## config.mk

```make
export PLATFORM = sky130hd
export DESIGN_NAME = uart_top
export DESIGN_NICKNAME = d
export VERILOG_FILES = /design/src/common/uart_pkg.sv /design/src/uart/uart_tx.sv /design/src/uart/uart_rx.sv /design/src/uart/uart_rx_fifo.sv /design/src/verilog/uart_regs.sv /design/src/verilog/uart_top.sv
export SDC_FILE = /design/constraint.sdc
export NUM_CORES = 1
export LEC_CHECK = 0
export BUFFER_PORTS_ARGS = -buffer_cell sky130_fd_sc_hd__buf_2
export CAP_MARGIN = 20
export CORE_AREA = 2 2 132 95
export DETAILED_ROUTE_END_ITERATION = 6
export DIE_AREA = 0 0 134 97
export HOLD_SLACK_MARGIN = 0.06
export PLACE_DENSITY = 0.75
export SLEW_MARGIN = 20
export SYNTH_ARGS = -nofsm -noshare
export SYNTH_HDL_FRONTEND = slang
export SYNTH_SLANG_ARGS = --single-unit
```

## constraint.sdc

```tcl
create_clock -name clk -period 3.4 [get_ports clk]
set_input_delay 0.17 -clock clk [delete_from_list [all_inputs] [get_ports clk]]
set_output_delay 0.17 -clock clk [all_outputs]
set_load 0.1 [all_outputs]
```

## src/common/uart_pkg.sv

```systemverilog
// Shared UART types and register map; AXI addresses are 4 bits wide, so only offsets 0x0 to 0xC exist.
package uart_pkg;

	// One serial data byte.
	typedef logic [7:0] byte_t;

	// AXI4-Lite byte address, data word and response code.
	typedef logic [3:0] axi_addr_t;
	typedef logic [31:0] axi_data_t;
	typedef logic [1:0] axi_resp_t;

	// Response codes.
	localparam axi_resp_t resp_okay = 2'b00;
	localparam axi_resp_t resp_slverr = 2'b10;

	// Register offsets.
	localparam axi_addr_t reg_data = 4'h0; // Write sends a byte, read pops one.
	localparam axi_addr_t reg_status = 4'h4; // Read only, clears sticky flags.

	// Status register bit positions.
	localparam int unsigned st_tx_busy = 0;
	localparam int unsigned st_rx_valid = 1;
	localparam int unsigned st_overrun = 2;
	localparam int unsigned st_frame_err = 3;

endpackage

```

## src/uart/uart_tx.sv

```systemverilog
// 8N1 serializer, LSB first; bit_period must be at least 1 and tx_start is only legal while idle.
`timescale 1ns/1ps

module uart_tx #(
	parameter int div_width = 4,
	parameter int bit_period = 15
) (
	input logic clk,
	input logic rst_n,
	input logic tx_start,
	input uart_pkg::byte_t tx_data,
	output logic tx_busy,
	output logic txd
);

	typedef logic [div_width-1:0] div_t;
	typedef enum logic [1:0] {s_idle, s_shift, s_wait} tx_state_t;

	// Reload value; the shift edge counts as the first cycle of a bit.
	localparam div_t div_reload = div_t'(bit_period - 1);

	tx_state_t state;
	div_t divcnt;
	logic [3:0] bitcnt; // Shifts still to do in this frame.
	logic [9:0] shreg; // Data, start, idle bit; bit 0 drives the line, ones shift in behind.

	always_ff @(posedge clk or negedge rst_n) begin
		if (!rst_n) begin
			state <= s_idle;
			divcnt <= '0;
			bitcnt <= '0;
			shreg <= '1;
		end else begin
			case (state)
				s_idle:
					if (tx_start) begin
						shreg <= {tx_data, 1'b0, 1'b1}; // Start bit goes out on the next edge.
						bitcnt <= 4'd10;
						state <= s_shift;
					end

				s_wait:
					if (divcnt != '0) begin
						divcnt <= divcnt - 1'b1;
					end else begin
						state <= s_shift;
					end

				s_shift:
					if (bitcnt == '0) begin
						state <= s_idle; // Stop bit has run its full length.
					end else begin
						shreg <= {1'b1, shreg[9:1]};
						bitcnt <= bitcnt - 1'b1;
						divcnt <= div_reload;
						state <= s_wait;
					end

				default:
					state <= s_idle;
			endcase
		end
	end

	// Busy as soon as a start request is seen.
	assign tx_busy = (state != s_idle) || tx_start;
	assign txd = shreg[0];

	// The register block must hold off new bytes until the frame is done.
	a_start_when_idle: assert property (
		@(posedge clk) disable iff (!rst_n)
		tx_start |-> state == s_idle
	) else $error("uart_tx: tx_start while a frame is in progress");

endmodule

```

## src/uart/uart_rx.sv

```systemverilog
// 8N1 deserializer with one sample per bit at mid-bit; a frame error with the line held low restarts reception.
`timescale 1ns/1ps

module uart_rx #(
	parameter int div_width = 4,
	parameter int bit_period = 15
) (
	input logic clk,
	input logic rst_n,
	input logic rxd,
	output logic rx_strobe,
	output uart_pkg::byte_t rx_data,
	output logic rx_frame_err
);

	import uart_pkg::*;

	typedef logic [div_width-1:0] div_t;
	typedef enum logic [1:0] {s_idle, s_start, s_data} rx_state_t;

	localparam div_t div_half = div_t'(bit_period / 2);
	localparam div_t div_full = div_t'(bit_period);

	rx_state_t state;
	div_t divcnt;
	logic [3:0] bitcnt; // Samples taken since mid start bit.
	logic rxd_meta;
	logic rxd_sync;
	byte_t shreg;

	// Two flop synchronizer, idles high.
	always_ff @(posedge clk or negedge rst_n) begin
		if (!rst_n) begin
			rxd_meta <= 1'b1;
			rxd_sync <= 1'b1;
		end else begin
			rxd_meta <= rxd;
			rxd_sync <= rxd_meta;
		end
	end

	always_ff @(posedge clk or negedge rst_n) begin
		if (!rst_n) begin
			state <= s_idle;
			divcnt <= '0;
			bitcnt <= '0;
			rx_strobe <= 1'b0;
			rx_frame_err <= 1'b0;
		end else begin
			rx_strobe <= 1'b0;
			rx_frame_err <= 1'b0;
			case (state)
				s_idle:
					if (!rxd_sync) begin
						divcnt <= div_half;
						state <= s_start;
					end

				s_start:
					if (rxd_sync) begin
						state <= s_idle; // Glitch, line went back high.
					end else if (divcnt != '0) begin
						divcnt <= divcnt - 1'b1;
					end else begin
						divcnt <= div_full; // Mid start bit confirmed.
						bitcnt <= '0;
						state <= s_data;
					end

				s_data:
					if (divcnt != '0) begin
						divcnt <= divcnt - 1'b1;
					end else if (bitcnt == 4'd8) begin
						state <= s_idle;
						// Stop bit decides whether the byte is kept.
						if (rxd_sync) begin
							rx_strobe <= 1'b1;
						end else begin
							rx_frame_err <= 1'b1;
						end
					end else begin
						divcnt <= div_full;
						bitcnt <= bitcnt + 1'b1;
					end

				default:
					state <= s_idle;
			endcase
		end
	end

	// Data shift register and output byte.
	always_ff @(posedge clk) begin
		if (state == s_data && divcnt == '0) begin
			if (bitcnt == 4'd8) begin
				rx_data <= shreg;
			end else begin
				shreg <= {rxd_sync, shreg[7:1]}; // LSB arrives first.
			end
		end
	end

	a_one_outcome: assert property (
		@(posedge clk) disable iff (!rst_n)
		!(rx_strobe && rx_frame_err)
	) else $error("uart_rx: byte strobe and frame error in the same cycle");

endmodule

```

## src/uart/uart_rx_fifo.sv

```systemverilog
// First-word-fall-through byte FIFO; fifo_depth must be a power of two and at least 2.
`timescale 1ns/1ps

module uart_rx_fifo #(
	parameter int fifo_depth = 4
) (
	input logic clk,
	input logic rst_n,
	input logic rx_strobe,
	input uart_pkg::byte_t rx_data,
	input logic fifo_pop,
	output uart_pkg::byte_t fifo_data,
	output logic fifo_valid,
	output logic fifo_overrun
);

	import uart_pkg::*;

	localparam int ptr_width = $clog2(fifo_depth);

	byte_t mem [fifo_depth];
	logic [ptr_width-1:0] rd_ptr;
	logic [ptr_width-1:0] wr_ptr;
	logic [ptr_width:0] count;
	logic full;
	logic push;
	logic pop;

	assign full = (count == (ptr_width + 1)'(fifo_depth));
	assign pop = fifo_pop && fifo_valid;
	assign push = rx_strobe && (!full || pop); // A pop frees a slot this edge.

	always_ff @(posedge clk or negedge rst_n) begin
		if (!rst_n) begin
			rd_ptr <= '0;
			wr_ptr <= '0;
			count <= '0;
		end else begin
			if (push) wr_ptr <= wr_ptr + 1'b1; // Pointers wrap on their own.
			if (pop) rd_ptr <= rd_ptr + 1'b1;
			case ({push, pop})
				2'b10: count <= count + 1'b1;
				2'b01: count <= count - 1'b1;
				default: count <= count;
			endcase
		end
	end

	always_ff @(posedge clk) begin
		if (push) mem[wr_ptr] <= rx_data;
	end

	assign fifo_data = mem[rd_ptr];
	assign fifo_valid = (count != '0);
	assign fifo_overrun = rx_strobe && !push; // Byte dropped.

	a_count_bound: assert property (
		@(posedge clk) disable iff (!rst_n)
		count <= (ptr_width + 1)'(fifo_depth)
	) else $error("uart_rx_fifo: occupancy above depth");

endmodule

```

## src/verilog/uart_regs.sv

```systemverilog
// AXI4-Lite register block, one outstanding transfer per channel; only wstrb[0] matters for data writes.
`timescale 1ns/1ps

module uart_regs (
	input logic clk,
	input logic rst_n,
	input uart_pkg::axi_addr_t awaddr,
	input logic awvalid,
	output logic awready,
	input uart_pkg::axi_data_t wdata,
	input logic [3:0] wstrb,
	input logic wvalid,
	output logic wready,
	output uart_pkg::axi_resp_t bresp,
	output logic bvalid,
	input logic bready,
	input uart_pkg::axi_addr_t araddr,
	input logic arvalid,
	output logic arready,
	output uart_pkg::axi_data_t rdata,
	output uart_pkg::axi_resp_t rresp,
	output logic rvalid,
	input logic rready,
	output logic tx_start,
	output uart_pkg::byte_t tx_data,
	input logic tx_busy,
	input uart_pkg::byte_t fifo_data,
	input logic fifo_valid,
	input logic fifo_overrun,
	output logic fifo_pop,
	input logic rx_frame_err
);

	import uart_pkg::*;

	typedef enum logic [1:0] {w_idle, w_accept, w_resp} wr_state_t;
	typedef enum logic [1:0] {r_idle, r_accept, r_resp} rd_state_t;

	wr_state_t w_state;
	rd_state_t r_state;
	logic wr_fire;
	logic rd_fire;
	logic status_rd;
	logic overrun_q;
	logic frame_err_q;
	axi_data_t status_word;

	assign awready = (w_state == w_accept);
	assign wready = (w_state == w_accept);
	assign bvalid = (w_state == w_resp);
	assign arready = (r_state == r_accept);
	assign rvalid = (r_state == r_resp);

	assign wr_fire = awready && awvalid && wvalid;
	assign rd_fire = arready && arvalid;
	assign status_rd = rd_fire && (araddr == reg_status);
	assign fifo_pop = rd_fire && (araddr == reg_data) && fifo_valid;

	// Write channel.
	always_ff @(posedge clk or negedge rst_n) begin
		if (!rst_n) begin
			w_state <= w_idle;
			bresp <= resp_okay;
			tx_start <= 1'b0;
		end else begin
			tx_start <= 1'b0;
			case (w_state)
				w_idle:
					if (awvalid && wvalid) w_state <= w_accept;

				w_accept:
					if (wr_fire) begin
						w_state <= w_resp;
						bresp <= resp_okay;
						if (awaddr == reg_data) begin
							if (tx_busy) begin
								bresp <= resp_slverr; // Byte discarded.
							end else if (wstrb[0]) begin
								tx_start <= 1'b1;
							end
						end else if (awaddr != reg_status) begin
							bresp <= resp_slverr;
						end
					end

				w_resp:
					if (bready) w_state <= w_idle;

				default:
					w_state <= w_idle;
			endcase
		end
	end

	always_ff @(posedge clk) begin
		if (wr_fire && awaddr == reg_data) tx_data <= wdata[7:0];
	end

	// Read channel.
	always_ff @(posedge clk or negedge rst_n) begin
		if (!rst_n) begin
			r_state <= r_idle;
			rresp <= resp_okay;
		end else begin
			case (r_state)
				r_idle:
					if (arvalid) r_state <= r_accept;

				r_accept:
					if (rd_fire) begin
						r_state <= r_resp;
						if (araddr == reg_data || araddr == reg_status) begin
							rresp <= resp_okay;
						end else begin
							rresp <= resp_slverr;
						end
					end

				r_resp:
					if (rready) r_state <= r_idle;

				default:
					r_state <= r_idle;
			endcase
		end
	end

	always_comb begin
		status_word = '0;
		status_word[st_tx_busy] = tx_busy;
		status_word[st_rx_valid] = fifo_valid;
		status_word[st_overrun] = overrun_q;
		status_word[st_frame_err] = frame_err_q;
	end

	// Read data, held while rvalid waits for rready.
	always_ff @(posedge clk) begin
		if (rd_fire) begin
			case (araddr)
				reg_data: rdata <= fifo_valid ? {24'd0, fifo_data} : '0;
				reg_status: rdata <= status_word;
				default: rdata <= '0;
			endcase
		end
	end

	// Sticky flags, a new event beats the clear.
	always_ff @(posedge clk or negedge rst_n) begin
		if (!rst_n) begin
			overrun_q <= 1'b0;
			frame_err_q <= 1'b0;
		end else begin
			if (fifo_overrun) overrun_q <= 1'b1;
			else if (status_rd) overrun_q <= 1'b0;
			if (rx_frame_err) frame_err_q <= 1'b1;
			else if (status_rd) frame_err_q <= 1'b0;
		end
	end

	a_bvalid_hold: assert property (
		@(posedge clk) disable iff (!rst_n)
		bvalid && !bready |=> bvalid
	) else $error("uart_regs: bvalid dropped before bready");

endmodule

```

## src/verilog/uart_top.sv

```systemverilog
// UART peripheral top; clk_hz/baud must be at least 2 and the baud rate is fixed at elaboration.
`timescale 1ns/1ps

module uart_top #(
	parameter int clk_hz = 50_000_000,
	parameter int baud = 115_200,
	parameter int fifo_depth = 4
) (
	input logic clk,
	input logic rst_n,
	input uart_pkg::axi_addr_t awaddr,
	input logic awvalid,
	output logic awready,
	input uart_pkg::axi_data_t wdata,
	input logic [3:0] wstrb,
	input logic wvalid,
	output logic wready,
	output uart_pkg::axi_resp_t bresp,
	output logic bvalid,
	input logic bready,
	input uart_pkg::axi_addr_t araddr,
	input logic arvalid,
	output logic arready,
	output uart_pkg::axi_data_t rdata,
	output uart_pkg::axi_resp_t rresp,
	output logic rvalid,
	input logic rready,
	output logic txd,
	input logic rxd
);

	import uart_pkg::*;

	localparam int bit_period = clk_hz / baud - 1; // Cycles per bit, minus one.
	localparam int div_width = $clog2(bit_period + 1);

	logic tx_start;
	byte_t tx_data;
	logic tx_busy;
	logic rx_strobe;
	byte_t rx_data;
	logic rx_frame_err;
	byte_t fifo_data;
	logic fifo_valid;
	logic fifo_overrun;
	logic fifo_pop;

	uart_regs regs (
		.clk(clk), .rst_n(rst_n),
		.awaddr(awaddr), .awvalid(awvalid), .awready(awready),
		.wdata(wdata), .wstrb(wstrb), .wvalid(wvalid), .wready(wready),
		.bresp(bresp), .bvalid(bvalid), .bready(bready),
		.araddr(araddr), .arvalid(arvalid), .arready(arready),
		.rdata(rdata), .rresp(rresp), .rvalid(rvalid), .rready(rready),
		.tx_start(tx_start), .tx_data(tx_data), .tx_busy(tx_busy),
		.fifo_data(fifo_data), .fifo_valid(fifo_valid),
		.fifo_overrun(fifo_overrun), .fifo_pop(fifo_pop),
		.rx_frame_err(rx_frame_err)
	);

	uart_tx #(.div_width(div_width), .bit_period(bit_period)) tx (
		.clk(clk), .rst_n(rst_n), .tx_start(tx_start), .tx_data(tx_data),
		.tx_busy(tx_busy), .txd(txd)
	);

	uart_rx #(.div_width(div_width), .bit_period(bit_period)) rx (
		.clk(clk), .rst_n(rst_n), .rxd(rxd), .rx_strobe(rx_strobe),
		.rx_data(rx_data), .rx_frame_err(rx_frame_err)
	);

	uart_rx_fifo #(.fifo_depth(fifo_depth)) rx_fifo (
		.clk(clk), .rst_n(rst_n), .rx_strobe(rx_strobe), .rx_data(rx_data),
		.fifo_pop(fifo_pop), .fifo_data(fifo_data), .fifo_valid(fifo_valid),
		.fifo_overrun(fifo_overrun)
	);

endmodule

```

; ---- Yosys cells after proc, flatten, opt, wreduce, memory -nomap -nowiden
; Memories as Yosys holds them, arrays and structs flattened.
; Cells that the tools add are included.
[classes]
n_addsub = 8
multipliers = 0
div_mod_pow = 0
order_cmp = 0
eq_ne = 32
shifts = 0
muxes = 63
bitwise = 1
n_reduce_logical = 48
[op_table]
columns = op, count
row1 = case mux 32 bit (2 select lines), 1
row2 = two-way mux 9 bit, 7
row3 = two-way mux 2 bit, 18
row4 = case mux 9 bit (3 select lines), 1
row5 = two-way mux 4 bit, 6
row6 = case mux 2 bit (3 select lines), 4
row7 = != test 2 bit (second input constant), 11
row8 = two-way mux 10 bit, 2
row9 = case mux 10 bit (2 select lines), 1
row10 = two-way mux 1 bit, 18
row11 = case mux 9 bit (2 select lines), 1
row12 = nonzero test 9 bit, 2
row13 = subtractor 9 x 1 -> 9 bit (second input constant), 2
row14 = case mux 4 bit (2 select lines), 2
row15 = nonzero test 2 bit, 7
row16 = logical AND 1 bit, 12
row17 = logical NOT 4 bit, 3
row18 = AND reduction 3 bit, 4
row19 = == test 2 x 1 -> 1 bit (second input constant), 5
row20 = == test 2 bit (second input constant), 5
row21 = != test 2 x 1 -> 1 bit (second input constant), 5
row22 = AND reduction 2 bit, 5
row23 = logical NOT 9 bit, 1
row24 = logical NOT 2 bit, 4
row25 = other kinds (18), 25
[totals]
register_bits = 118
latch_bits = 0
ram_bits = 32
rom_bits = 0
in_bits = 52
output_inout_bits = 42
elab_cells = 178
memories = 1
[mem_list]
columns = name, depth, width, rd, rd_clocked_by_memory_dff, wr, line_no
row1 = rx_fifo.mem, 4, 8, 1, 0, 1, uart_rx_fifo.sv:21  ; byte_t mem [fifo_depth];

; ---- Logic depth before layout (Yosys ltp)
; Gate-level depths: netlist of the first run.
[depth]
depth_word = 10
ltp_mapped = 9

; ---- Modules after synthesis
; Synthesis of the first run repeated with hierarchy kept, for this count alone.
[unflattened]
hier_cells = 449
area_unflattened_um2 = 5846.9
[modules_own_cells]
columns = module, n_inst, cells_each, area_per_inst_um2, seq_area_each_um2
row1 = uart_rx_fifo, 1, 94, 1684.1, 1136.1
row2 = uart_rx, 1, 136, 1667.8, 958.4
row3 = uart_tx, 1, 125, 1282.5, 638.1
row4 = uart_regs, 1, 94, 1212.4, 705.7

; ---- Worst setup path after synthesis of the first run
; Ideal clock, no wire load.
[synth_path]
kind = reg-to-reg
startpoint = register regs.w_state[1]
endpoint = register regs.tx_data[0] (enable)
setup_time_ns = 0.385
arrival_time_ns = 2.841
t_required_ns = 3.015
setup_slack_ns = 0.174
path_stages_with_launch = 4
path_buffers = 0
cell_sequence = dfrtp_1 -> nor2b_1 -> nand3_1 -> nor3_1
[synth_via]
elab_chain_len = 4
[synth_lines]
columns = item, line_no
row1 = start: declaration, uart_regs.sv:39  ; wr_state_t w_state;
row2 = start signal: assignment, uart_regs.sv:62  ; w_state <= w_idle;
row3 = start signal: assignment, uart_regs.sv:69  ; if (awvalid && wvalid) w_state <= w_accept;
row4 = start signal: assignment, uart_regs.sv:73  ; w_state <= w_resp;
row5 = == test 2 x 1 -> 1 bit, uart_regs.sv:48  ; assign awready = (w_state == w_accept);
row6 = named net awready, uart_top.sv:13  ; output logic awready,
row7 = logical AND 1 bit (2 in a row), uart_regs.sv:54  ; assign wr_fire = awready && awvalid && wvalid;
row8 = logical AND 1 bit, uart_regs.sv:96  ; if (wr_fire && awaddr == reg_data) tx_data <= wdata[7:0];
row9 = end signal: assignment, uart_regs.sv:96
row10 = end: declaration, uart_regs.sv:25  ; output uart_pkg::byte_t tx_data,
; The timed path passes the listed nets, and every way through them passes these cells.
; A chain may end at the register's enable or synchronous reset.

; ---- Worst setup path after layout of the first run
[layout_path]
startpoint = register rx.divcnt[0]
endpoint = register rx.rx_data[2] (enable)
[layout_via]
elab_chain_len = 3
[layout_lines]
columns = item, line_no
row1 = start: declaration, uart_rx.sv:25  ; div_t divcnt;
row2 = start signal: assignment, uart_rx.sv:55  ; divcnt <= div_half;
row3 = start signal: assignment, uart_rx.sv:63  ; divcnt <= divcnt - 1'b1;
row4 = start signal: assignment, uart_rx.sv:65  ; divcnt <= div_full;
row5 = logical NOT 9 bit, uart_rx.sv:94  ; if (state == s_data && divcnt == '0) begin
row6 = logical AND 1 bit, uart_rx.sv:94
row7 = AND reduction 2 bit (no source line), -
row8 = end signal: assignment, uart_rx.sv:96  ; rx_data <= shreg;
row9 = end: declaration, uart_rx.sv:12  ; output uart_pkg::byte_t rx_data,
; No other way between the ends.

==> results, run 1 <==
- The flow ran to the end, and the final reports show no timing, DRC or antenna violations.
- The required time reported for the critical path endpoint is 3480 ps.
- Of the available clock period, the critical path in the final layout requires 76.2%.
- The first routing iteration left 285 violations.
- In this run switching power makes up 36.1% of total power.
- The placed instance count is 636.
- Row generation in the floorplan step produced 33 rows.
- The internal power of the cells is 3.23 mW.
- The number of standard cells after synthesis is 455.
- The initial antenna violation count is 0.
- The kind of end point of the critical path is a register.
- After filler insertion, the fill cell instance count of the layout stands at 896.
- For the worst-skew pair, the clock arrives at the later sink with an insertion delay of 420 ps.
- The highest net fanout along the worst path is 13.
- The clock drives 124 sinks.
- The most common library cell in the layout ignoring fill and taps is sky130_fd_sc_hd__edfxtp_1.
- At the placement stage, the worst setup path has a slack of 846 ps.
- The transition time at the pin with the least slew margin is 898 ps.
- For this run, the number of Yosys warnings is 0.
- The count of placed standard cells in the final layout, fillers left out is 682.
- The sum of routed wire length over all layers is 9.88 mm.
- The achievable frequency is 386 MHz.
- Global routing finished with a remaining overflow of 0.
- Per report_power, the combinational group accounts for 27.1% of the total.
- Of the cells placed in the final design, the portion with a size suffix greater than 1 is 21.0%.
- In this run the number of H-tree levels came out at 4.
- The area added between synthesis and finish is 16.5%.
- The netlist uses 72 different library cells.
- In the final timing run, aggregate negative setup slack is 0 ps.
- The sequential group share of total power is 37.4%.
- The number of buffers inserted by port buffering is 40.
- The worst endpoint data arrival time is 2670 ps.
- Setup slack closes at 810 ps.
- The switching power is 1.82 mW.
- The number of synthesized flops with an enable pin is 64.
- The vertical die dimension is 97 um.
- Detailed placement finished with a half-perimeter wire length of 6.68 mm.
- Setup repair after global routing left no endpoint under its margin.
- Dividing total power by cell area gives a power density of 754 nW/um2.
- The predominant post-synthesis flop cell is sky130_fd_sc_hd__edfxtp_1.
- CTS placed an instance of sky130_fd_sc_hd__clkbuf_16 at the clock tree root.
- Entering global routing, the biggest net connects 40 pins.
- The final setup violation count is 0.
- After synthesis, the share of flip-flops with an asynchronous set or reset is 48.4%.
- Summing every instance area after synthesis gives 5750 um2.
- The via total after detailed routing is 3561.
- Leaving out fill and tap cells, the most frequent cells in the layout are sky130_fd_sc_hd__edfxtp_1, sky130_fd_sc_hd__dfrtp_1, sky130_fd_sc_hd__buf_2.
- The worst slew slack as a fraction of its limit is 40.1%.
- In this run the remaining antenna-violating nets after routing total 0.
- The part of the total power dissipated in the clock network is 35.5%.
- The kind of path behind the tightest hold check is input pin to register.
- The first global-routing pass estimated 16.6 mm of wire.
- The diode insertion count for antenna repair is 0.
- STA classifies the critical path startpoint as a register.
- The routed design could run at a clock period as short as 2590 ps.
- The first TritonRoute pass finished after 4 iterations.
- Summed over all cells, the static leakage comes to 2.76 nW.
- In this run, CTS created clock tree buffers numbering 17.
- Measured on the finished design, the core utilization comes to 57.7%.
- Between clock sinks in the finished design, the worst skew comes to 8.13 ps.
- TritonCTS built the clock tree.
- The via count of the first global-routing pass is 3448.
- Ranked by total cell area, the synthesized netlist is headed by sky130_fd_sc_hd__edfxtp_1, sky130_fd_sc_hd__dfrtp_1, sky130_fd_sc_hd__dfstp_2.
- The overall power after layout is 5.05 mW.
- The DRC violation count after routing is 0.
- The worst setup path is of the register to register kind.
- Clock-pin slew was measured on the worst setup and hold paths at 60 ps.
- Sequential elements use 59.8% of the synthesized area.
- The number of hold violations in the final report is 0.
- The number of gates resized after CTS was 0.
- For this configuration, the core starts out at a cell density of 49.6%.
- Routability-driven placement finished with a final weighted congestion of 0.825.
- For this run, the post-layout net count is 579.
- After detailed routing, the number of vias per cell comes to 5.22.
- The dominant cell type by area after synthesis is sky130_fd_sc_hd__edfxtp_1.
- Max-cap violations in this run came to 0.
- The worst-case clock buffer depth is 2.
- Pin placement for this block handled 94 I/O pins.
- The share of Yosys cell area claimed by the top area cell type is 33.4%.
- The total global routing track utilization is 16.3%.
- The register bit total from synthesis is 124.
- The chip width is 134 um.
- A synthesized cell averages 12.6 um2.
- Dividing the detail-routed wire length by the instance count gives 14.5 um.
- The final number of max-transition violations is 0.
- The total die area is 13000 um2.
- Across the VDD grid, the largest voltage drop is 0.000543 V.
- The area of the core region is 11600 um2.
synthesized netlist by cell type (3+ instances only):
| master | n |
|---|---|
| sky130_fd_sc_hd__edfxtp_1 | 64 |
| sky130_fd_sc_hd__dfrtp_1 | 48 |
| sky130_fd_sc_hd__nor2_1 | 34 |
| sky130_fd_sc_hd__inv_1 | 30 |
| sky130_fd_sc_hd__buf_4 | 27 |
| sky130_fd_sc_hd__nand2_1 | 17 |
| sky130_fd_sc_hd__nand3_1 | 15 |
| sky130_fd_sc_hd__ha_1 | 14 |
| sky130_fd_sc_hd__and2_1 | 13 |
| sky130_fd_sc_hd__a21oi_1 | 12 |
| sky130_fd_sc_hd__dfstp_2 | 12 |
| sky130_fd_sc_hd__mux2i_1 | 11 |
| sky130_fd_sc_hd__nor3_1 | 10 |
| sky130_fd_sc_hd__o21ai_0 | 10 |
| sky130_fd_sc_hd__clkbuf_1 | 9 |
| sky130_fd_sc_hd__mux4_2 | 8 |
| sky130_fd_sc_hd__o31ai_1 | 6 |
| sky130_fd_sc_hd__or3_1 | 6 |
| sky130_fd_sc_hd__a31oi_1 | 5 |
| sky130_fd_sc_hd__nand2b_1 | 5 |
| sky130_fd_sc_hd__nor4_1 | 5 |
| sky130_fd_sc_hd__xnor2_1 | 5 |
| sky130_fd_sc_hd__buf_2 | 4 |
| sky130_fd_sc_hd__buf_6 | 4 |
| sky130_fd_sc_hd__nand4_1 | 4 |
| sky130_fd_sc_hd__nor4b_1 | 4 |
| sky130_fd_sc_hd__o211ai_1 | 4 |
| sky130_fd_sc_hd__xor2_1 | 4 |
| sky130_fd_sc_hd__a21o_1 | 3 |
| sky130_fd_sc_hd__and3_1 | 3 |
| sky130_fd_sc_hd__nor2b_1 | 3 |
| sky130_fd_sc_hd__o21a_1 | 3 |
area by class of cell:
class                           instances  area (um2)  share of cell area (%)
Clock buffer                           17         425                    6.35
Clock inverter                         15         163                    2.43
Inverter                               30         113                    1.68
Multi-Input combinational cell        282        2000                    29.9
Sequential cell                       124        3440                    51.3
Tap cell                              157         196                    2.93
Timing Repair Buffer                   57         363                    5.42
timing repair:
action	in CTS	in global routing
setup buffers	0	0
hold endpoints to repair	39	0
hold buffers	14	0
cell families (layout without fill, tap and decap cells):
| kind of cell | after synthesis | count (layout) | synth area share (%) |
|---|---|---|---|
| flip-flops | 124 | 124 | 59.8 |
| XOR/XNOR | 9 | 9 | 1.37 |
| other | 1 | 26 | 0.0652 |
| AND/OR/NAND/NOR | 138 | 138 | 13.2 |
| buffers and inverters | 74 | 119 | 7.20 |
| adder cells (fa/ha/maj) | 15 | 15 | 3.40 |
| AO/OA/AOI/OAI | 73 | 73 | 9.49 |
| multiplexers | 21 | 21 | 5.44 |
final timing paths:
kind	startpoint	cells after the start	slack (ps)	endpoint
max reg2reg	rx.divcnt[0]	5	810	rx.rx_data[2]
max in group asynchronous	rst_n	3	2140	tx.divcnt[5]
min in group asynchronous	rst_n	2	430	rx.divcnt[1]
max	rx.divcnt[0]	5	810	rx.rx_data[2]
min reg2reg	rx.rxd_meta	0	350	rx.rxd_sync
min	awaddr[2]	4	70	regs.bresp[1]
state kept, by name (all words and copies together), names as in the netlist, 2 cells and up:
name and count:
rx.rx_data 8, rx_fifo.wr_ptr 2, regs.tx_data 8, tx.bitcnt 4, regs.r_state 2, rx.bitcnt 4, regs.w_state 2, rx.shreg 8
rx_fifo.mem 32, rx.divcnt 9, tx.shreg 10, tx.divcnt 9, tx.state 2, rx.state 2, regs.rdata 8, rx_fifo.rd_ptr 2
rx_fifo.count 3
stage by stage:
step | hold WS (ps) | cell area [um2]
3_5_place_dp | 276 | 5960
4_1_cts | 63.1 | 6690
5_1_grt | 118 | 6700
3_3_place_gp | 275 | 5960
6_report | 68.1 | 6700
2_1_floorplan | -126 | 5840
worst max-delay path, stage by stage (launching register included):
cell and delay [ps]:
sky130_fd_sc_hd__dfrtp_1 380, sky130_fd_sc_hd__inv_1 100, sky130_fd_sc_hd__ha_1 250, sky130_fd_sc_hd__nor4b_1 510, sky130_fd_sc_hd__nand4_1 560, sky130_fd_sc_hd__inv_1 450
per-layer routing:
metal | GRT usage, % | share of wire, %
met4 | 8.10 | 1.6
met2 | 24.9 | 47
met1 | 22.0 | 47
met5 | 0 | 0
met3 | 3.93 | 5.0
power by group through the flow:
| stage | clock (mW) | sequential, mW | combinational (mW) |
|---|---|---|---|
| after floorplan | 0 | 2.15 | 0.927 |
| after detailed placement | 0 | 1.92 | 1.35 |
| after global placement | 0 | 1.91 | 1.32 |
| final | 1.79 | 1.89 | 1.37 |
| after CTS | 1.83 | 1.89 | 1.36 |
| after global routing | 1.89 | 1.91 | 1.47 |
No activity file was read; power rests on OpenSTA's default activity.
==> inputs of run 2 (changes only) <==
==> constraint.sdc (replaced) <==
create_clock -name clk -period 2.56 [get_ports clk]
set_input_delay 0.128 -clock clk [delete_from_list [all_inputs] [get_ports clk]]
set_output_delay 0.128 -clock clk [all_outputs]
set_load 0.1 [all_outputs]
==> run 2 against run 1 <==
  * Clock skew is 1.1 ps lower
  * Non-clock buffer count rose by 10
  * Sequential power grew 33%
  * Power up 38%
  * Count of clock-buffer cells in the layout up 1
  * Final area grew 2.0%
  * Via count rose by 1.9%
  * Global-route usage grew 1.6 points
  * Routed wire length up 9.4%
==> results, run 2 (synthesis gave the netlist of run 1 again) <==
- At the end of routability-driven placement, the weighted congestion stood at 0.811.
- Dividing the detail-routed wire length by the instance count gives 15.6 um.
- For the worst setup path, the data arrival time is 2630 ps.
- The via count of the first global-routing pass came to 3777.
- The vertical die dimension is 97 um.
- The detailed router placed 3628 vias in this run.
- The total die area is 13000 um2.
- The number of nets with antenna violations after routing is 0.
- The overall power after layout is 6.96 mW.
- The number of DRC markers in iteration 0 is 272.
- Headroom to the max-slew limit came out at 43.9%.
- The switching power is 2.43 mW.
- The kind of critical path is register to register.
- The worst slack after detailed placement is 297 ps.
- The diode insertion count for antenna repair is 0.
- The critical path startpoint category is a register.
- The pre-antenna-repair detailed-routing pass consisted of 5 iterations.
- The worst path buffer plus inverter count is 1.
- The achievable frequency is 437 MHz.
- The relative contribution of combinational cells to total power is 27.0%.
- The max-cap check violation count is 0.
- The first global-routing pass estimated 18.2 mm of wire.
- Net switching is 35.0% of the power.
- The top cell types in the final layout, fill and taps aside, are sky130_fd_sc_hd__edfxtp_1, sky130_fd_sc_hd__dfrtp_1, sky130_fd_sc_hd__buf_2.
- The pin count of the biggest net entering global routing is 61.
- The area added between synthesis and finish is 18.9%.
- In this run the horizontal extent of the chip is 134 um.
- The placed instances occupy a cell area of 6040 um2.
- The required time reported for the critical path endpoint is 2900 ps.
- The initial antenna violation count is 0.
- Setup repair after global routing left no endpoint under its margin.
- The highest net fanout along the worst path is 6.
- The CTS clock-pin slew for the worst setup and hold paths is 60 ps.
- The final critical path takes up 89.4% of the cycle.
- For this run, the number of standard cells in the final layout without fillers is 692.
- The routed design could run at a clock period as short as 2290 ps.
- The final number of max-transition violations came to 0.
- The run finished with clean final reports.
- The met3 routing resource usage after global routing is 5.45%.
- The clock root buffer master is sky130_fd_sc_hd__clkbuf_16.
- After legalization and detailed placement, the total HPWL measured 7.08 mm.
- The number of setup buffers added after CTS is 0.
- For met1 alone, demand over resource in global routing was 22.8%.
- The power per cell area is 1020 nW/um2.
- The final cell area excluding filler cells is 6830 um2.
- In the final design database the tool counted 589 nets.
- Setup total negative slack on the finished layout was measured at 0 ps.
- The largest vdd supply drop is 0.000661 V.
- The register bank with the most flops is rx_fifo.mem.
- After detailed routing, the number of vias per cell comes to 5.24.
- The critical path's top delay family is simple AND/OR/NAND/NOR gates.
- For this configuration, the core starts out at a cell density of 49.6%.
- Cells with a size suffix above 1 make up 22.4% of the layout.
- STA classifies the critical path endpoint as a register.
- The number of buffers inserted by port buffering is 40.
- The DRC violation count after routing is 0.
- The leakage power is 2.83 nW.
- For this run, global-route usage on met2 was measured as 29.3%.
- The clock net sink count is 124.
- The cell with the largest stage delay on the worst path is sky130_fd_sc_hd__or4_1.
- In the global route stage, overall resource usage came out at 18.0%.
- The register with the most flip-flops in the layout has 32 of them.
- The tightest min-delay check is of the input pin to register type.
- The number of buffers created by CTS is 17.
- The initialized floorplan defines 33 standard-cell rows.
- The final clock skew is 7.02 ps.
- The maximum level of the CTS H-tree is 4.
- The worst-case clock buffer depth is 2.
- TritonCTS built the clock tree.
- Setup violations remaining at the end of the flow were counted as 0.
- Walking the worst path, the cells encountered are nor3_1 -> nor4_2 -> nand2_1 -> fa_1 -> inv_1 -> or4_1 -> mux2_2 -> nand3_1.
- In the post-route analysis, the smallest setup slack over all paths is 272 ps.
- The largest registers in the layout are rx_fifo.mem (32), tx.shreg (10).
- Internal power comes to 4.52 mW.
- Summed over all layers, the global routing overflow is 0.
- The transition time at the pin with the least slew margin is 835 ps.
- The clock network burns 36.9% of the power.
- Wires add up to 10.8 mm.
- The layer with the highest usage after global routing is met2.
- The sequential group share of total power is 36.1%.
- The later pin in the worst-skew pair is clocked with a latency of 410 ps.
- The placed instance count is 645.
- The total area inside the core boundary comes to 11600 um2.
- On the worst path, the slowest cell contributes a delay of 530 ps.
- The number of hold violations in the final report is 0.
- The number of placed I/O pins is 94.
- Leaving out fill and tap cells, the most frequent cell in the layout is sky130_fd_sc_hd__edfxtp_1.
[run 2: cell count changes in the layout (fill, tap and decap cells not counted), moves of 2 or more]
cell / change
sky130_fd_sc_hd__inv_6: -2
sky130_fd_sc_hd__clkinv_2: -3
sky130_fd_sc_hd__clkinvlp_4: +2
sky130_fd_sc_hd__buf_4: +9
sky130_fd_sc_hd__bufinv_16: +2
[run 2: routing by layer]
layer	up-vias	share of wire, %	routed length (um)
met1	1777	45	4870
li1	1751	-	-
met5	-	0	0
met4	0	1.1	115
met2	88	49	5340
met3	12	4.5	488
[run 2: metrics by stage]
stage / hold slack, ps / util (%)
floorplan: -168 / -
global placement: 233 / 52.0
finish: 83.0 / 58.9
CTS: 62.3 / 58.8
detailed placement: 238 / 52.0
global route: 109 / 58.9
[run 2: worst paths after layout]
kind                             startpoint                to  slack, ps  cells past startpoint
setup / recovery           rx_fifo.count[1]  rx_fifo.count[2]        270                      8
hold / removal                      awvalid   regs.w_state[1]         80                      3
setup reg to reg           rx_fifo.count[1]  rx_fifo.count[2]        270                      8
hold reg to reg                 rx.rxd_meta       rx.rxd_sync        360                      0
max in group asynchronous             rst_n   regs.r_state[0]       1630                      3
min in group asynchronous             rst_n      rx.bitcnt[3]        400                      3
[run 2: worst register-to-register path: stages, from the launching register on]
cell	delay, ps
sky130_fd_sc_hd__dfrtp_1	440
sky130_fd_sc_hd__nor3_1	410
sky130_fd_sc_hd__nor4_2	90
sky130_fd_sc_hd__nand2_1	110
sky130_fd_sc_hd__fa_1	220
sky130_fd_sc_hd__inv_1	60
sky130_fd_sc_hd__or4_1	530
sky130_fd_sc_hd__mux2_2	280
sky130_fd_sc_hd__nand3_1	80
[run 2: power by group through the flow]
| stage | logic [mW] | clock network (mW) | registers, mW |
|---|---|---|---|
| 2_1_floorplan | 1.24 | 0 | 2.85 |
| 3_3_place_gp | 1.78 | 0 | 2.53 |
| 3_5_place_dp | 1.84 | 0 | 2.54 |
| 4_1_cts | 1.87 | 2.62 | 2.51 |
| 5_1_grt | 2.01 | 2.71 | 2.55 |
| 6_report | 1.88 | 2.57 | 2.51 |
[run 2: layout make-up]
cell class | count | area (um2)
repair buffers | 67 | 440
clock buffers | 18 | 429
well taps | 157 | 196
flip-flops and latches | 124 | 3440
multi-input cells | 282 | 2010
clock inverters | 14 | 210
fillers | 902 | 4770
inverters | 30 | 113
[run 2: repair_timing]
action                    4_1_cts  5_1_grt
gates resized for setup         0        0
hold endpoints to repair       62        0
hold buffers                   15        0
==> inputs of run 3 (changes only) <==
--- a/config.mk
+++ b/config.mk
@@ -5,11 +5,12 @@
 export SDC_FILE = /design/constraint.sdc
 export NUM_CORES = 1
 export LEC_CHECK = 0
+export ABC_AREA = 1
 export BUFFER_PORTS_ARGS = -buffer_cell sky130_fd_sc_hd__buf_2
 export CAP_MARGIN = 20
-export CORE_AREA = 2 2 132 95
+export CORE_AREA = 2 2 132 96
 export DETAILED_ROUTE_END_ITERATION = 6
-export DIE_AREA = 0 0 134 97
+export DIE_AREA = 0 0 134 98
 export HOLD_SLACK_MARGIN = 0.06
 export PLACE_DENSITY = 0.75
 export SLEW_MARGIN = 20
==> run 3 against run 2 <==
  * Sequential share of layout area down 0.27 points
  * Critical path depth down 2
  * Utilization down 1.4 points
  * Via count up 6.9%
  * Worst hold slack better by 19 ps
  * Global-route usage down 0.24 points
  * Non-clock buffer count down 4
  * Final cell count up 16%
  * Clock power down 5%
  * Synthesized cell count up 22%
  * Largest cell class unchanged
==> results, run 3 <==
- The most critical setup path has its startpoint at rx.divcnt[0].
- After detailed placement, the total cell area comes to 6100 um2.
- Setup repair after global routing left no endpoint under its margin.
- The sum of routed wire length over all layers is 10.7 mm.
- Synthesis handed over a netlist of 554 instances.
- The count of nets left with antenna violations once routing finished came out at 0.
- The fraction of final layout cells with drive strength greater than 1 is 22.2%.
- The wire-length estimate of the detail-placed layout is 7.24 mm.
- The final setup violation count is 0.
- The minimum period implied by the final worst setup slack is 2010 ps.
- The final clock skew is 8.69 ps.
- The initial antenna violation count was 0.
- Summed over its instances, the top area cell type makes up 33.2% of the synthesized netlist area.
- The chip width is 134 um.
- The area added between synthesis and finish is 18.7%.
- The distinct cell type count after synthesis is 43.
- The power per cell area is 1200 nW/um2.
- Once the clock tree was built, the setup fixing pass inserted 0 buffers.
- The clock net sink count is 124.
- The worst-case register-to-register setup slack is 550 ps.
- Static timing analysis puts the maximum clock frequency at 499 MHz.
- The detailed-route wire length per cell is 13.4 um.
- The worst-case clock buffer depth is 2.
- Headroom to the max-slew limit came out at 52.3%.
- The dominant cell type by area after synthesis is sky130_fd_sc_hd__edfxtp_1.
- The proportion of register bits with asynchronous set or reset after synthesis is 48.4%.
- Leaving out fill and tap cells, the most frequent cell in the layout is sky130_fd_sc_hd__nand2_1.
- The maximum level of the CTS H-tree is 4.
- After the last flow step, the layout net total stands at 693.
- The residual overflow from global routing is 0.
- The worst endpoint data arrival time is 2050 ps.
- The later-pin clock latency in the skew report is 410 ps.
- The required time reported for the critical path endpoint is 2600 ps.
- Clock-pin slew was measured on the worst setup and hold paths at 60 ps.
- The min-delay analysis places its worst path in the category input pin to register.
- The first routing iteration left 246 violations.
- The vertical die dimension is 98 um.
- The largest registers in the layout are rx_fifo.mem (32), tx.shreg (10).
- In this run, placement finished with an instance count of 753.
- Once layout is complete, the cells apart from fillers number 801.
- The endpoint identified for the worst register-to-register timing path is rx.shreg[0].
- The number of hold violations in the final report was 0.
- The total die area is 13100 um2.
- The number of synthesized flops with an enable pin is 64.
- The via total after detailed routing is 3880.
- The kind of end point of the critical path is a register.
- Summed over all cells, the static leakage comes to 3.00 nW.
- The number of rows in the core area is 34.
- The final number of max-transition violations is 0.
- The max-cap check violation count is 0.
- The startpoint of the worst-slack reg-to-reg timing path is rx.divcnt[0].
- The clock tree from TritonCTS is yes.
- The DRC violation count after routing is 0.
- The via count of the first global-routing pass came to 3867.
- The total global routing track utilization is 17.7%.
- Sorting the synthesized cells by area gives the leading types as sky130_fd_sc_hd__edfxtp_1, sky130_fd_sc_hd__dfrtp_1, sky130_fd_sc_hd__dfstp_2.
- The number of buffers inserted by port buffering is 40.
- Power comes to 8.23 mW.
- The finished cells cover 6870 um2.
- Pin placement for this block handled 94 I/O pins.
- Along the worst path, the maximum fanout reaches 8.
- In the layout the commonest cells are sky130_fd_sc_hd__nand2_1, sky130_fd_sc_hd__nor2_1, sky130_fd_sc_hd__edfxtp_1.
- The synthesized area divided by synthesized cell count is 10.4 um2.
- After synthesis the cells add up to 5790 um2.
- The predominant post-synthesis flop cell is sky130_fd_sc_hd__edfxtp_1.
- After detailed routing, the number of vias per cell comes to 4.84.
- In this run the clock root is driven by a sky130_fd_sc_hd__clkbuf_16.
- The worst setup path is launched from a register.
- The sequential cell area fraction in the yosys report is 59.4%.
- The flow ran to the end, and the final reports show no timing, DRC or antenna violations.
- The final total negative setup slack is 0 ps.
- 0 antenna diodes ended up in the layout.
- During synthesis, Yosys emitted a total of 0 warnings.
- Counting flops and latches in the post-synthesis netlist gives 124.
- The register bank with the most flops is rx_fifo.mem.
- The most critical setup path has its endpoint at rx.shreg[0].
- The number of buffers created by CTS is 17.
- For this run, the detailed router's first-pass iteration total came to 4.
- The pin count of the biggest net entering global routing is 33.
- Ranked by instance count, the synthesized netlist is headed by sky130_fd_sc_hd__nand2_1, sky130_fd_sc_hd__nor2_1, sky130_fd_sc_hd__edfxtp_1.
- The ratio of final minimum period to clock period is 78.3%.
- The largest vdd supply drop is 0.000609 V.
- The depth of the worst register-to-register path is 6.
- For this configuration, the core starts out at a cell density of 48.4%.
- The flip-flop count of the largest register after layout is 32.
- The wire length of the first global-routing pass is 18.1 mm.
- Yosys instantiated no cell more often than sky130_fd_sc_hd__nand2_1.
- The transition time at the pin with the least slew margin is 715 ps.
- The area of the core region is 12000 um2.
- The congestion estimate from routability-driven global placement came to 0.809.
- By startpoint and endpoint, the worst setup path is classified as register to register.
- The tightest hold path in the finished design has a slack of 102 ps.
run 3: repair_timing:
action                                 in CTS  in global routing
hold buffers                               16                  0
resized for setup                           0                  0
endpoints found under the hold margin      40                  0
run 3: worst min-delay path by stage:
| stage | slack, ps | start | cells after the start | end |
|---|---|---|---|---|
| final | 100 | wvalid | 4 | regs.w_state[0] |
| after global routing | 150 | awaddr[2] | 4 | regs.bresp[1] |
| after CTS | 60 | wvalid | 4 | regs.w_state[0] |
| after detailed placement | 230 | rst_n | 1 | rx_fifo.count[1] |
| after global placement | 220 | rst_n | 1 | rx_fifo.count[1] |
| after floorplan | -170 | rst_n | 0 | regs.bresp[1] |
run 3: layout make-up:
| type | count | area, um2 |
|---|---|---|
| flip-flops and latches | 124 | 3440 |
| repair buffers | 63 | 425 |
| inverters | 67 | 254 |
| well taps | 162 | 203 |
| clock inverters | 13 | 150 |
| multi-input cells | 353 | 1940 |
| clock buffers | 19 | 464 |
| fillers | 951 | 5080 |
run 3: critical path, stage by stage, from the launching register on:
cell and delay [ps]:
sky130_fd_sc_hd__dfrtp_1 390, sky130_fd_sc_hd__inv_1 110, sky130_fd_sc_hd__ha_1 240, sky130_fd_sc_hd__nand2_2 120, sky130_fd_sc_hd__nor2_4 170, sky130_fd_sc_hd__nand2_2 120
sky130_fd_sc_hd__nor2_1 490
run 3: where the power goes:
| part | switching (mW) | internal, mW | leakage [nW] |
|---|---|---|---|
| Combinational | 2.16 | 0.784 | 1.40 |
| Clock | 0.908 | 1.54 | 0.306 |
| Sequential | 0.305 | 2.53 | 1.30 |
| Total | 3.38 | 4.85 | 3.00 |
run 3: cells by family (layout without fill, tap and decap cells):
group                    after synthesis  after routing  share of synthesized area (%)
other                                  1             26                         0.0648
AND/OR/NAND/NOR                      215            215                           17.1
adder cells (fa/ha/maj)               15             15                           3.37
buffers and inverters                102            162                           8.80
flip-flops                           124            124                           59.4
XOR/XNOR                              14             14                           2.12
AO/OA/AOI/OAI                         83             83                           9.08
run 3: stage by stage:
| step | util, % | worst slack [ps] |
|---|---|---|
| after floorplan | - | 208 |
| after global placement | 51.0 | 588 |
| after detailed placement | 51.0 | 550 |
| after CTS | 57.5 | 551 |
| after global routing | 57.5 | 382 |
| final | 57.5 | 555 |
run 3: layer usage:
metal | track usage, % | part of all wire (%) | vias to the layer above
met5 | 0 | 0 | -
met4 | 6.71 | 0.95 | 0
met3 | 5.56 | 5.2 | 13
met2 | 27.7 | 48 | 99
met1 | 23.3 | 46 | 1851
li1 | - | - | 1917
